`src/verilog/nes_macros.svh`:
```
/*
 * Constants for the cartridge loading path: iNES magic bytes, the cheat
 * file type, memory region bases and the mapper flag bit layout
 */
`ifndef NES_MACROS_SVH
`define NES_MACROS_SVH

// iNES signature "NES" + EOF
`define INES_MAGIC0      8'h4E
`define INES_MAGIC1      8'h45
`define INES_MAGIC2      8'h53
`define INES_MAGIC3      8'h1A
`define CHEAT_FILETYPE   8'hFF

`define PRG_BASE         22'h000000
`define CHR_BASE         22'h200000 // CHR lives in the upper half
`define PRG_PAGE_SHIFT   14         // 16 KB pages
`define CHR_PAGE_SHIFT   13         // 8 KB pages

// Mapper flags word layout
`define MF_MAPPER_LO     0
`define MF_PRG_SIZE_LO   8
`define MF_CHR_SIZE_LO   11
`define MF_MIRROR        14
`define MF_CHR_RAM       15
`define MF_FOUR_SCREEN   16
`define MF_SUBMAPPER_LO  17
`define MF_HAS_SAVES     25

`endif

```
`src/verilog/input_pkg.sv`:
```
/*
 * Types for controller buttons and cheat records
 */
`default_nettype none

package input_pkg;

	// Host order, bit 0 up to bit 7: right, left, down, up, A, B, select, start
	typedef logic [7:0]  joy_buttons_t;
	typedef logic [23:0] joy_shift_t;
	typedef logic [3:0]  cheat_index_t;

	// {flags, address, compare, replace}, 32 bits each
	typedef logic [127:0] cheat_code_t;

endpackage

`default_nettype wire

```
`src/verilog/rom_pkg.sv`:
```
/*
 * Types shared by the iNES header parser, the ROM loader and the top level
 */
`default_nettype none

package rom_pkg;

	typedef logic [7:0]  rom_byte_t;
	typedef logic [21:0] mem_addr_t;
	typedef logic [21:0] byte_count_t;   // Bytes still to come in a region
	typedef logic [7:0]  page_count_t;
	typedef logic [2:0]  size_code_t;    // log2 of the region size in pages
	typedef logic [31:0] mapper_flags_t;

	// Loader progress through one image
	typedef enum logic [2:0] {
		LOAD_HEADER,
		LOAD_PRG,
		LOAD_CHR,
		LOAD_DONE,
		LOAD_ERROR
	} load_state_t;

endpackage

`default_nettype wire
```
`src/verilog/ines_info_if.sv`:
```
/*
 * Header verdict handed from the iNES header parser to the ROM loader
 */
`timescale 1ns/100ps
`default_nettype none

interface ines_info_if;
	import rom_pkg::*;

	logic        header_done; // One cycle after the 16th header byte
	logic        header_ok;   // Held until reset
	page_count_t prg_pages;
	page_count_t chr_pages;

	modport source (output header_done, output header_ok, output prg_pages, output chr_pages);
	modport sink (input header_done, input header_ok, input prg_pages, input chr_pages);

endinterface

`default_nettype wire

```
`src/verilog/cheat_code_collector.sv`:
```
/*
 * Builds 128-bit cheat codes from 16-byte records. Each 32-bit field
 * arrives low byte first; valid pulses after byte 15
 */
`timescale 1ns/100ps
`default_nettype none

module cheat_code_collector (
	input  logic                    clk,
	input  logic                    reset_nes,
	input  logic                    byte_strobe,
	input  rom_pkg::rom_byte_t      byte_data,
	input  input_pkg::cheat_index_t byte_index,
	output input_pkg::cheat_code_t  cheat_code,
	output logic                    cheat_valid
);

	logic [6:0] byte_pos;

	// Field 0 (flags) sits at the top, so the field number is inverted
	assign byte_pos = {~byte_index[3:2], byte_index[1:0], 3'b000};

	always_ff @(posedge clk) begin
		if (reset_nes)
			cheat_code <= '0;
		else if (byte_strobe)
			cheat_code[byte_pos +: 8] <= byte_data;
	end

	always_ff @(posedge clk) begin
		if (reset_nes)
			cheat_valid <= 1'b0;
		else
			cheat_valid <= byte_strobe && (byte_index == 4'd15); // Record complete
	end

endmodule

`default_nettype wire

```
`src/verilog/ines_header.sv`:
```
/*
 * Captures the 16-byte iNES header, checks magic and trainer bit and
 * decodes page counts and the mapper flags word for the loader
 */
`timescale 1ns/100ps
`default_nettype none
`include "nes_macros.svh"

module ines_header (
	input  logic                   clk,
	input  logic                   reset_nes,
	input  logic                   byte_strobe,
	input  rom_pkg::rom_byte_t     byte_data,
	input  logic                   invert_mirroring,
	output rom_pkg::mapper_flags_t mapper_flags,
	ines_info_if.source            info
);
	import rom_pkg::*;

	rom_byte_t  ines [0:15];
	logic [4:0] hdr_count;  // Saturates at 16
	logic       done_seen;
	logic       magic_ok;
	logic       is_nes20;
	logic       is_dirty;
	logic [7:0] mapper;

	// Smallest power-of-two page code that covers the count
	function automatic size_code_t size_code(input page_count_t pages);
		size_code_t code;
		code = 3'd7;
		for (int i = 6; i >= 0; i--) begin
			if (pages <= (9'd1 << i))
				code = size_code_t'(i);
		end
		return code;
	endfunction

	always_ff @(posedge clk) begin
		if (reset_nes) begin
			for (int i = 0; i < 16; i++)
				ines[i] <= '0;
		end else if (byte_strobe && !hdr_count[4]) begin
			ines[hdr_count[3:0]] <= byte_data;
		end
	end

	always_ff @(posedge clk) begin
		if (reset_nes) begin
			hdr_count        <= '0;
			info.header_done <= 1'b0;
			info.header_ok   <= 1'b0;
			done_seen        <= 1'b0;
		end else begin
			info.header_done <= byte_strobe && (hdr_count == 5'd15);
			if (byte_strobe && !hdr_count[4]) begin
				hdr_count <= hdr_count + 5'd1;
				if (hdr_count == 5'd15)
					info.header_ok <= magic_ok && !ines[6][2]; // No trainer support
			end
			if (info.header_done)
				done_seen <= 1'b1;
		end
	end

	assign magic_ok = (ines[0] == `INES_MAGIC0) && (ines[1] == `INES_MAGIC1) &&
	                  (ines[2] == `INES_MAGIC2) && (ines[3] == `INES_MAGIC3);
	assign is_nes20 = (ines[7][3:2] == 2'b10);
	// Junk in bytes 9-15 of an old header poisons the upper mapper nibble
	assign is_dirty = !is_nes20 &&
	                  (|{ines[9], ines[10], ines[11], ines[12], ines[13], ines[14], ines[15]});
	assign mapper   = {is_dirty ? 4'h0 : ines[7][7:4], ines[6][7:4]};

	assign info.prg_pages = ines[4];
	assign info.chr_pages = ines[5];

	always_comb begin
		mapper_flags = '0;
		mapper_flags[`MF_MAPPER_LO +: 8]    = mapper;
		mapper_flags[`MF_PRG_SIZE_LO +: 3]  = size_code(ines[4]);
		mapper_flags[`MF_CHR_SIZE_LO +: 3]  = size_code(ines[5]);
		mapper_flags[`MF_MIRROR]            = ines[6][0] ^ invert_mirroring;
		mapper_flags[`MF_CHR_RAM]           = (ines[5] == 8'd0);
		mapper_flags[`MF_FOUR_SCREEN]       = ines[6][3];
		mapper_flags[`MF_SUBMAPPER_LO +: 8] = is_nes20 ? ines[8] : 8'h00;
		mapper_flags[`MF_HAS_SAVES]         = ines[6][1];
	end

	// One verdict per image
	a_single_verdict: assert property (@(posedge clk) disable iff (reset_nes)
		info.header_done |-> !done_seen);

endmodule

`default_nettype wire

```
`src/verilog/joypad_serial.sv`:
```
/*
 * Two controller port shift registers. Parallel load while strobe is
 * high, one shift per falling edge of each port's clock
 */
`timescale 1ns/100ps
`default_nettype none

module joypad_serial (
	input  logic                    clk,
	input  logic                    reset_nes,
	input  input_pkg::joy_buttons_t joy_a,
	input  input_pkg::joy_buttons_t joy_b,
	input  logic                    joy_swap,
	input  logic                    joypad_strobe,
	input  logic [1:0]              joypad_clock,
	output logic [1:0]              joypad_data
);
	import input_pkg::*;

	joy_shift_t   shift_reg [2];
	joy_buttons_t port_btn [2];
	logic [1:0]   last_clock;

	// Host order to serial order A, B, select, start, up, down, left, right
	function automatic joy_buttons_t to_serial(input joy_buttons_t btn);
		return {btn[0], btn[1], btn[2], btn[3], btn[7], btn[6], btn[5], btn[4]};
	endfunction

	assign port_btn[0] = joy_swap ? joy_b : joy_a;
	assign port_btn[1] = joy_swap ? joy_a : joy_b;

	always_ff @(posedge clk) begin
		if (reset_nes) begin
			shift_reg[0] <= '0;
			shift_reg[1] <= '0;
			last_clock   <= '0;
		end else begin
			last_clock <= joypad_clock;
			for (int n = 0; n < 2; n++) begin
				if (joypad_strobe)
					shift_reg[n] <= {16'hFFFF, to_serial(port_btn[n])}; // Ones after button 8
				else if (last_clock[n] && !joypad_clock[n])
					shift_reg[n] <= {1'b0, shift_reg[n][23:1]};
			end
		end
	end

	assign joypad_data = {shift_reg[1][0], shift_reg[0][0]};

endmodule

`default_nettype wire

```
`src/verilog/nes_loader_top.sv`:
```
/*
 * Cartridge loading path: iNES header check, ROM streaming to memory,
 * cheat record collection and the two controller ports
 */
`timescale 1ns/100ps
`default_nettype none
`include "nes_macros.svh"

module nes_loader_top (
	input  logic                    clk,
	input  logic                    reset_nes,
	input  logic                    byte_strobe,
	input  rom_pkg::rom_byte_t      byte_data,
	input  input_pkg::cheat_index_t byte_index,
	input  rom_pkg::rom_byte_t      filetype,
	input  logic                    invert_mirroring,
	output rom_pkg::mem_addr_t      mem_addr,
	output rom_pkg::rom_byte_t      mem_data,
	output logic                    mem_write,
	output logic                    loader_busy,
	output logic                    loader_done,
	output logic                    loader_error,
	output rom_pkg::mapper_flags_t  mapper_flags,
	output input_pkg::cheat_code_t  cheat_code,
	output logic                    cheat_valid,
	input  input_pkg::joy_buttons_t joy_a,
	input  input_pkg::joy_buttons_t joy_b,
	input  logic                    joy_swap,
	input  logic                    joypad_strobe,
	input  logic [1:0]              joypad_clock,
	output logic [1:0]              joypad_data
);

	logic is_cheat;
	logic cheat_strobe;
	logic rom_strobe;

	ines_info_if info ();

	// Cheat files bypass the ROM path entirely
	assign is_cheat     = (filetype == `CHEAT_FILETYPE);
	assign cheat_strobe = byte_strobe && is_cheat;
	assign rom_strobe   = byte_strobe && !is_cheat;

	ines_header u_header (
		.clk              (clk),
		.reset_nes        (reset_nes),
		.byte_strobe      (rom_strobe),
		.byte_data        (byte_data),
		.invert_mirroring (invert_mirroring),
		.mapper_flags     (mapper_flags),
		.info             (info.source)
	);

	rom_loader u_loader (
		.clk         (clk),
		.reset_nes   (reset_nes),
		.byte_strobe (rom_strobe),
		.byte_data   (byte_data),
		.info        (info.sink),
		.mem_addr    (mem_addr),
		.mem_data    (mem_data),
		.mem_write   (mem_write),
		.busy        (loader_busy),
		.done        (loader_done),
		.error       (loader_error)
	);

	cheat_code_collector u_cheat (
		.clk         (clk),
		.reset_nes   (reset_nes),
		.byte_strobe (cheat_strobe),
		.byte_data   (byte_data),
		.byte_index  (byte_index),
		.cheat_code  (cheat_code),
		.cheat_valid (cheat_valid)
	);

	joypad_serial u_joypad (
		.clk           (clk),
		.reset_nes     (reset_nes),
		.joy_a         (joy_a),
		.joy_b         (joy_b),
		.joy_swap      (joy_swap),
		.joypad_strobe (joypad_strobe),
		.joypad_clock  (joypad_clock),
		.joypad_data   (joypad_data)
	);

endmodule

`default_nettype wire

```
`src/verilog/rom_loader.sv`:
```
/*
 * Streams PRG then CHR bytes to the flat memory port once the header
 * verdict is in. One write per byte strobe at the running address
 */
`timescale 1ns/100ps
`default_nettype none
`include "nes_macros.svh"

module rom_loader (
	input  logic               clk,
	input  logic               reset_nes,
	input  logic               byte_strobe,
	input  rom_pkg::rom_byte_t byte_data,
	ines_info_if.sink          info,
	output rom_pkg::mem_addr_t mem_addr,
	output rom_pkg::rom_byte_t mem_data,
	output logic               mem_write,
	output logic               busy,
	output logic               done,
	output logic               error
);
	import rom_pkg::*;

	load_state_t state;
	byte_count_t bytes_left;
	byte_count_t prg_bytes;
	byte_count_t chr_bytes;

	assign prg_bytes = byte_count_t'(info.prg_pages) << `PRG_PAGE_SHIFT;
	assign chr_bytes = byte_count_t'(info.chr_pages) << `CHR_PAGE_SHIFT;

	//////////////////////////////////////////////////
	// Load FSM
	//////////////////////////////////////////////////

	always_ff @(posedge clk) begin
		if (reset_nes) begin
			state      <= LOAD_HEADER;
			bytes_left <= '0;
			mem_addr   <= `PRG_BASE;
		end else begin
			case (state)
				LOAD_HEADER: if (info.header_done) begin
					mem_addr <= `PRG_BASE;
					if (!info.header_ok) begin
						state <= LOAD_ERROR;
					end else if (prg_bytes != '0) begin
						state      <= LOAD_PRG;
						bytes_left <= prg_bytes;
					end else if (chr_bytes != '0) begin
						state      <= LOAD_CHR;
						bytes_left <= chr_bytes;
						mem_addr   <= `CHR_BASE;
					end else begin
						state <= LOAD_DONE; // Empty image
					end
				end
				LOAD_PRG, LOAD_CHR: if (byte_strobe) begin
					bytes_left <= bytes_left - 22'd1;
					mem_addr   <= mem_addr + 22'd1;
					if (bytes_left == 22'd1) begin
						if (state == LOAD_PRG && chr_bytes != '0) begin
							state      <= LOAD_CHR;
							bytes_left <= chr_bytes;
							mem_addr   <= `CHR_BASE;
						end else begin
							state <= LOAD_DONE;
						end
					end
				end
				default: ; // Done or error until next reset
			endcase
		end
	end

	assign mem_write = byte_strobe && (state == LOAD_PRG || state == LOAD_CHR);
	assign mem_data  = byte_data;
	assign busy      = (state == LOAD_PRG) || (state == LOAD_CHR);
	assign done      = (state == LOAD_DONE) || (state == LOAD_ERROR);
	assign error     = (state == LOAD_ERROR);

	// Nothing is written for a rejected header
	a_write_after_good_header: assert property (@(posedge clk) disable iff (reset_nes)
		mem_write |-> info.header_ok);

	// Writes stay inside the region sized by the header
	a_addr_in_region: assert property (@(posedge clk) disable iff (reset_nes)
		mem_write |-> ((state == LOAD_PRG) ? (mem_addr_t'(mem_addr - `PRG_BASE) < prg_bytes)
		                                   : (mem_addr_t'(mem_addr - `CHR_BASE) < chr_bytes)));

endmodule

`default_nettype wire

```
`config.mk`:
```
export PLATFORM = sky130hd
export DESIGN_NAME = nes_loader_top
export DESIGN_NICKNAME = d
export VERILOG_FILES = /design/src/verilog/input_pkg.sv /design/src/verilog/rom_pkg.sv /design/src/verilog/ines_info_if.sv /design/src/verilog/cheat_code_collector.sv /design/src/verilog/ines_header.sv /design/src/verilog/joypad_serial.sv /design/src/verilog/nes_loader_top.sv /design/src/verilog/rom_loader.sv
export VERILOG_INCLUDE_DIRS = /design/src /design/src/verilog
export SDC_FILE = /design/constraint.sdc
export NUM_CORES = 1
export LEC_CHECK = 0
export ABC_CLOCK_PERIOD_IN_PS = 3200
export BUFFER_PORTS_ARGS = -buffer_cell sky130_fd_sc_hd__buf_2
export CAP_MARGIN = 20
export CORE_MARGIN = 2
export CORE_UTILIZATION = 42
export CTS_BUF_LIST = sky130_fd_sc_hd__clkbuf_2
export DETAILED_ROUTE_END_ITERATION = 8
export GPL_TIMING_DRIVEN = 0
export SLEW_MARGIN = 20
export SYNTH_ARGS = -nofsm -noshare
export SYNTH_HDL_FRONTEND = slang
export SYNTH_SLANG_ARGS = --single-unit
```
`constraint.sdc`:
```
create_clock -name clk -period 3.2 [get_ports clk]
set_input_delay 0.16 -clock clk [delete_from_list [all_inputs] [get_ports clk]]
set_output_delay 0.16 -clock clk [all_outputs]
set_load 0.005 [all_outputs]
```
==> run summary <==
No sink is reached through more buffers than the 3 on the longest clock path. The cell count after synthesis came out at 1544. The critical path is of the in2out type. The switching part of the total power came out at 27.03%. The average wire per cell in the routed design is ~18 um. The via count came out at 13070. The number of standard cells in the final layout excluding fillers is between 2000 and 2500. The count of nets left with antenna violations after detail routing is 0.

The required time reported for the critical path endpoint is 3.04 ns. The detailed placement HPWL came out at between 30000 and 40000 um. The post-route netlist has about 22% of its cells at a drive strength greater than 1. Timing would allow up to 325.8 MHz. The global-route congestion overflow total came out at 0.

The number of clock sinks seen by CTS is 359. For the pin with the worst max-slew slack, the measured transition is approximately 1.0 ns. For this run, asynchronously set or reset flops after synthesis account for 0%. The number of rows created at floorplan came out at 71. Global routing used 22.73% of the available tracks across all layers. The cell-internal power is 0.006417 W.

Relative to the synthesized area, the layout overhead comes to 20.33%. Along the worst path, the maximum fanout reaches 4. The count of flip-flops with a built-in enable after synthesis came out at between 150 and 200. The net switching power of the design came out at 0.002377 W. The sequential share of the synthesized area is 56.49%. The average cell area after synthesis came out at 10.23 um^2. The starting utilization of the core area is 42.32%. The number of flip-flops in the largest register is roughly 130.

The placer's final routability congestion estimate came out at 0.8773. The global-route wire length before repair came out at 68850 um. The via count of the first global-routing pass is 12610. The die is 197.9 um tall. The placeable core region came out at 37310 um^2. The clock root buffer is sky130_fd_sc_hd__clkbuf_2. The quantity of I/O buffers inserted on ports is 232.

The die covers 39160 um^2. The kind of end point of the critical path is an output pin. The number of fill cells is 3565. Power spread over the standard cell area amounts to 462.9 nW/um^2.

The pin count of the biggest net entering global routing came out at 25. For this run, the leading register cell type out of synthesis is sky130_fd_sc_hd__dfxtp_1. Setup repair after global routing left no endpoint under its margin.

The clock transition at the registers of the reported paths is 0.10 ns. The worst supply voltage drop on vdd is 0.0002629 V. The number of levels in the clock H-tree came out at 3.

The synthesized flop and latch total is 359. The worst-skew pair later-pin latency came out at 1.00 ns. The detailed-routing iteration count for the pre-antenna-repair pass came out at 5. In this run the worst hold path is classified as in2reg. The count of unresolved DRC violations after routing came out at 0. The routed wire length came out at about 45000 um. The number of DRC markers after the initial detailed-route iteration came out at ~840. The post-layout net count came out at 1990.

For the worst setup path, the data arrival time is 2.91 ns. The number of cells after detailed placement is 2255. The width of the chip is about 200 um. The final hold violation count came to 0.

The number of buffers inserted during clock tree synthesis is 94. The leakage dissipation came out at 8.664 nW. The run finished with clean final reports. The number of slew-limit violations in the final report is 0. The setup TNS is 0 ns. Of the total power, the clock network draws a little over a third.

Max-cap violations in this run came to 0. The worst setup path is launched from a primary input. Between clock sinks in the finished design, the worst skew comes to 0.08604 ns. The vias per cell came out at 5.258. The post-route clock period utilization is 95.92%. The share of power burned in registers is 56.6%. The initial antenna violation count came out at 1. The relative max-transition margin came out at 33.20%. The count of boundary I/O pins is 241. The count of warnings emitted by yosys came out at 0. The synthesized cell area is 15790 um^2. Setup violations remaining at the end of the flow were counted as 0. Combinational cells account for 7.1% of the total power. The distinct cell type count after synthesis is 76.

TritonCTS built the clock tree. The worst path in the final design needs a cycle of 3.069 ns, including I/O delays and setup.
power groups by stage:
stage / clock network [W] / logic (W) / registers, W
2_1_floorplan: 0 / 0.000324 / 0.00507
3_3_place_gp: 0 / 0.000552 / 0.00508
3_5_place_dp: 0 / 0.000559 / 0.00508
4_1_cts: 0.00331 / 0.000619 / 0.00498
5_1_grt: 0.00354 / 0.000673 / 0.00499
6_report: 0.00320 / 0.000620 / 0.00498
cells by family after synthesis:
family                   share of synthesized area, %
AO/OA/AOI/OAI                                   7.925
XOR/XNOR                                        1.553
adder cells (fa/ha/maj)                        0.8717
buffers and inverters                           4.517
flip-flops                                      56.49
multiplexers                                    6.213
other                                         0.02375
AND/OR/NAND/NOR                                 22.41
worst max-delay path, cell delays in order:
cell	delay [ns]
sky130_fd_sc_hd__dlygate4sd3_1	0.53
sky130_fd_sc_hd__buf_2	0.11
sky130_fd_sc_hd__and4_1	0.17
sky130_fd_sc_hd__dlygate4sd3_1	0.58
sky130_fd_sc_hd__a21bo_2	0.24
sky130_fd_sc_hd__dlygate4sd3_1	0.63
sky130_fd_sc_hd__nor2_1	0.29
sky130_fd_sc_hd__buf_2	0.18
routing by layer:
metal  global-route usage [%]  wire length, um  part of all wire [%]
met5                        0                0                     0
met4                    8.967             1112                   2.5
met2                    37.05            21190                    47
met1                    28.70            19670                    43
met3                    6.200             3322                   7.3
final cells by class:
type	count	area (um^2)	area share, %
Buffer	129	623.1	3.280
Timing Repair Buffer	290	1739	9.154
Multi-Input combinational cell	1037	6177	32.51
Tap cell	474	593.1	3.121
Sequential cell	359	8919	46.94
Antenna cell	1	2.502	0.01317
Clock inverter	15	70.07	0.3688
Inverter	24	90.09	0.4742
Clock buffer	157	785.8	4.136
metrics by stage:
step                setup slack (ns)  hold WS, ns  power (W)  area [um^2]  utilization (%)
floorplan                     0.9506       0.2774   0.005389        15810                -
global placement            -0.06446       0.3945   0.005631        17560            47.07
detailed placement          -0.09172       0.3928   0.005640        17560            47.07
CTS                          0.04235     0.004348   0.008910        19000            50.92
global route                 0.04149       0.1212   0.009200        19000            50.92
finish                        0.1306      0.08153   0.008794        19000            50.92
timing repair:
item / 4_1_cts / 5_1_grt
gates resized for setup: 1 / 0
hold buffers: 57 / 0
buffers inserted: 1 / 0
hold endpoints to repair: 222 / 0
setup endpoints to repair: 2 / 0
path summary, 6_finish.rpt:
kind                                         from                                   to  slack [ns]  cells past startpoint
max                                   filetype[4]                            mem_write        0.13                      8
min                                   filetype[1]   u_header.hdr_count[1]$_SDFFE_PP0N_        0.08                      6
max reg2reg  u_loader.bytes_left[10]$_SDFFE_PP0P_    u_loader.mem_addr[8]$_SDFFE_PP0P_        0.61                      6
min reg2reg   u_cheat.cheat_code[16]$_SDFFE_PP0P_  u_cheat.cheat_code[16]$_SDFFE_PP0P_        0.45                      2
cell usage in the layout, fill, tap and decap left out, drive strengths merged, types with 23 or more instances in the layout:
| master | instances |
|---|---|
| nand2 | 179 |
| mux2i | 98 |
| nor2b | 23 |
| inv | 26 |
| and3 | 151 |
| edfxtp | 173 |
| clkbuf | 248 |
| nand3 | 53 |
| nor3 | 31 |
| dfxtp | 186 |
| nor2 | 153 |
| dlygate4sd3 | 57 |
| a21oi | 83 |
| buf | 271 |
| o21ai | 46 |
cells in the mapped netlist (3+ instances only):
cell type,number,share of area (%)
sky130_fd_sc_hd__dfxtp_1,186,24
sky130_fd_sc_hd__nand2_1,179,4.3
sky130_fd_sc_hd__edfxtp_1,173,33
sky130_fd_sc_hd__and3_1,151,6.0
sky130_fd_sc_hd__nor2_1,149,3.5
sky130_fd_sc_hd__mux2i_1,98,6.2
sky130_fd_sc_hd__clkbuf_1,90,2.1
sky130_fd_sc_hd__a21oi_1,83,2.6
sky130_fd_sc_hd__nand3_1,53,1.7
sky130_fd_sc_hd__o21ai_0,44,1.4
sky130_fd_sc_hd__nor3_1,30,0.95
sky130_fd_sc_hd__buf_4,24,1.1
sky130_fd_sc_hd__nor2b_1,23,0.91
sky130_fd_sc_hd__inv_1,22,0.52
sky130_fd_sc_hd__nor4_1,19,0.75
sky130_fd_sc_hd__a21o_1,18,0.86
sky130_fd_sc_hd__and2_1,18,0.71
sky130_fd_sc_hd__xor2_1,18,1.0
sky130_fd_sc_hd__nand4_1,14,0.55
sky130_fd_sc_hd__or3_1,14,0.55
sky130_fd_sc_hd__ha_1,11,0.87
sky130_fd_sc_hd__xnor2_1,10,0.55
sky130_fd_sc_hd__o31ai_1,7,0.33
sky130_fd_sc_hd__or4_1,7,0.33
sky130_fd_sc_hd__buf_2,6,0.19
sky130_fd_sc_hd__a31oi_1,5,0.20
sky130_fd_sc_hd__and4_1,5,0.28
sky130_fd_sc_hd__buf_6,5,0.36
sky130_fd_sc_hd__nand2b_1,4,0.16
sky130_fd_sc_hd__nor2_2,4,0.16
sky130_fd_sc_hd__nor3b_1,4,0.19
sky130_fd_sc_hd__a311oi_1,3,0.17
sky130_fd_sc_hd__a41o_1,3,0.19
sky130_fd_sc_hd__and4b_1,3,0.19
sky130_fd_sc_hd__buf_1,3,0.071
sky130_fd_sc_hd__nand3b_1,3,0.14
sky130_fd_sc_hd__nand4b_1,3,0.17
sky130_fd_sc_hd__o2111ai_1,3,0.17
Note: power is estimated with default switching activity, not from simulation.
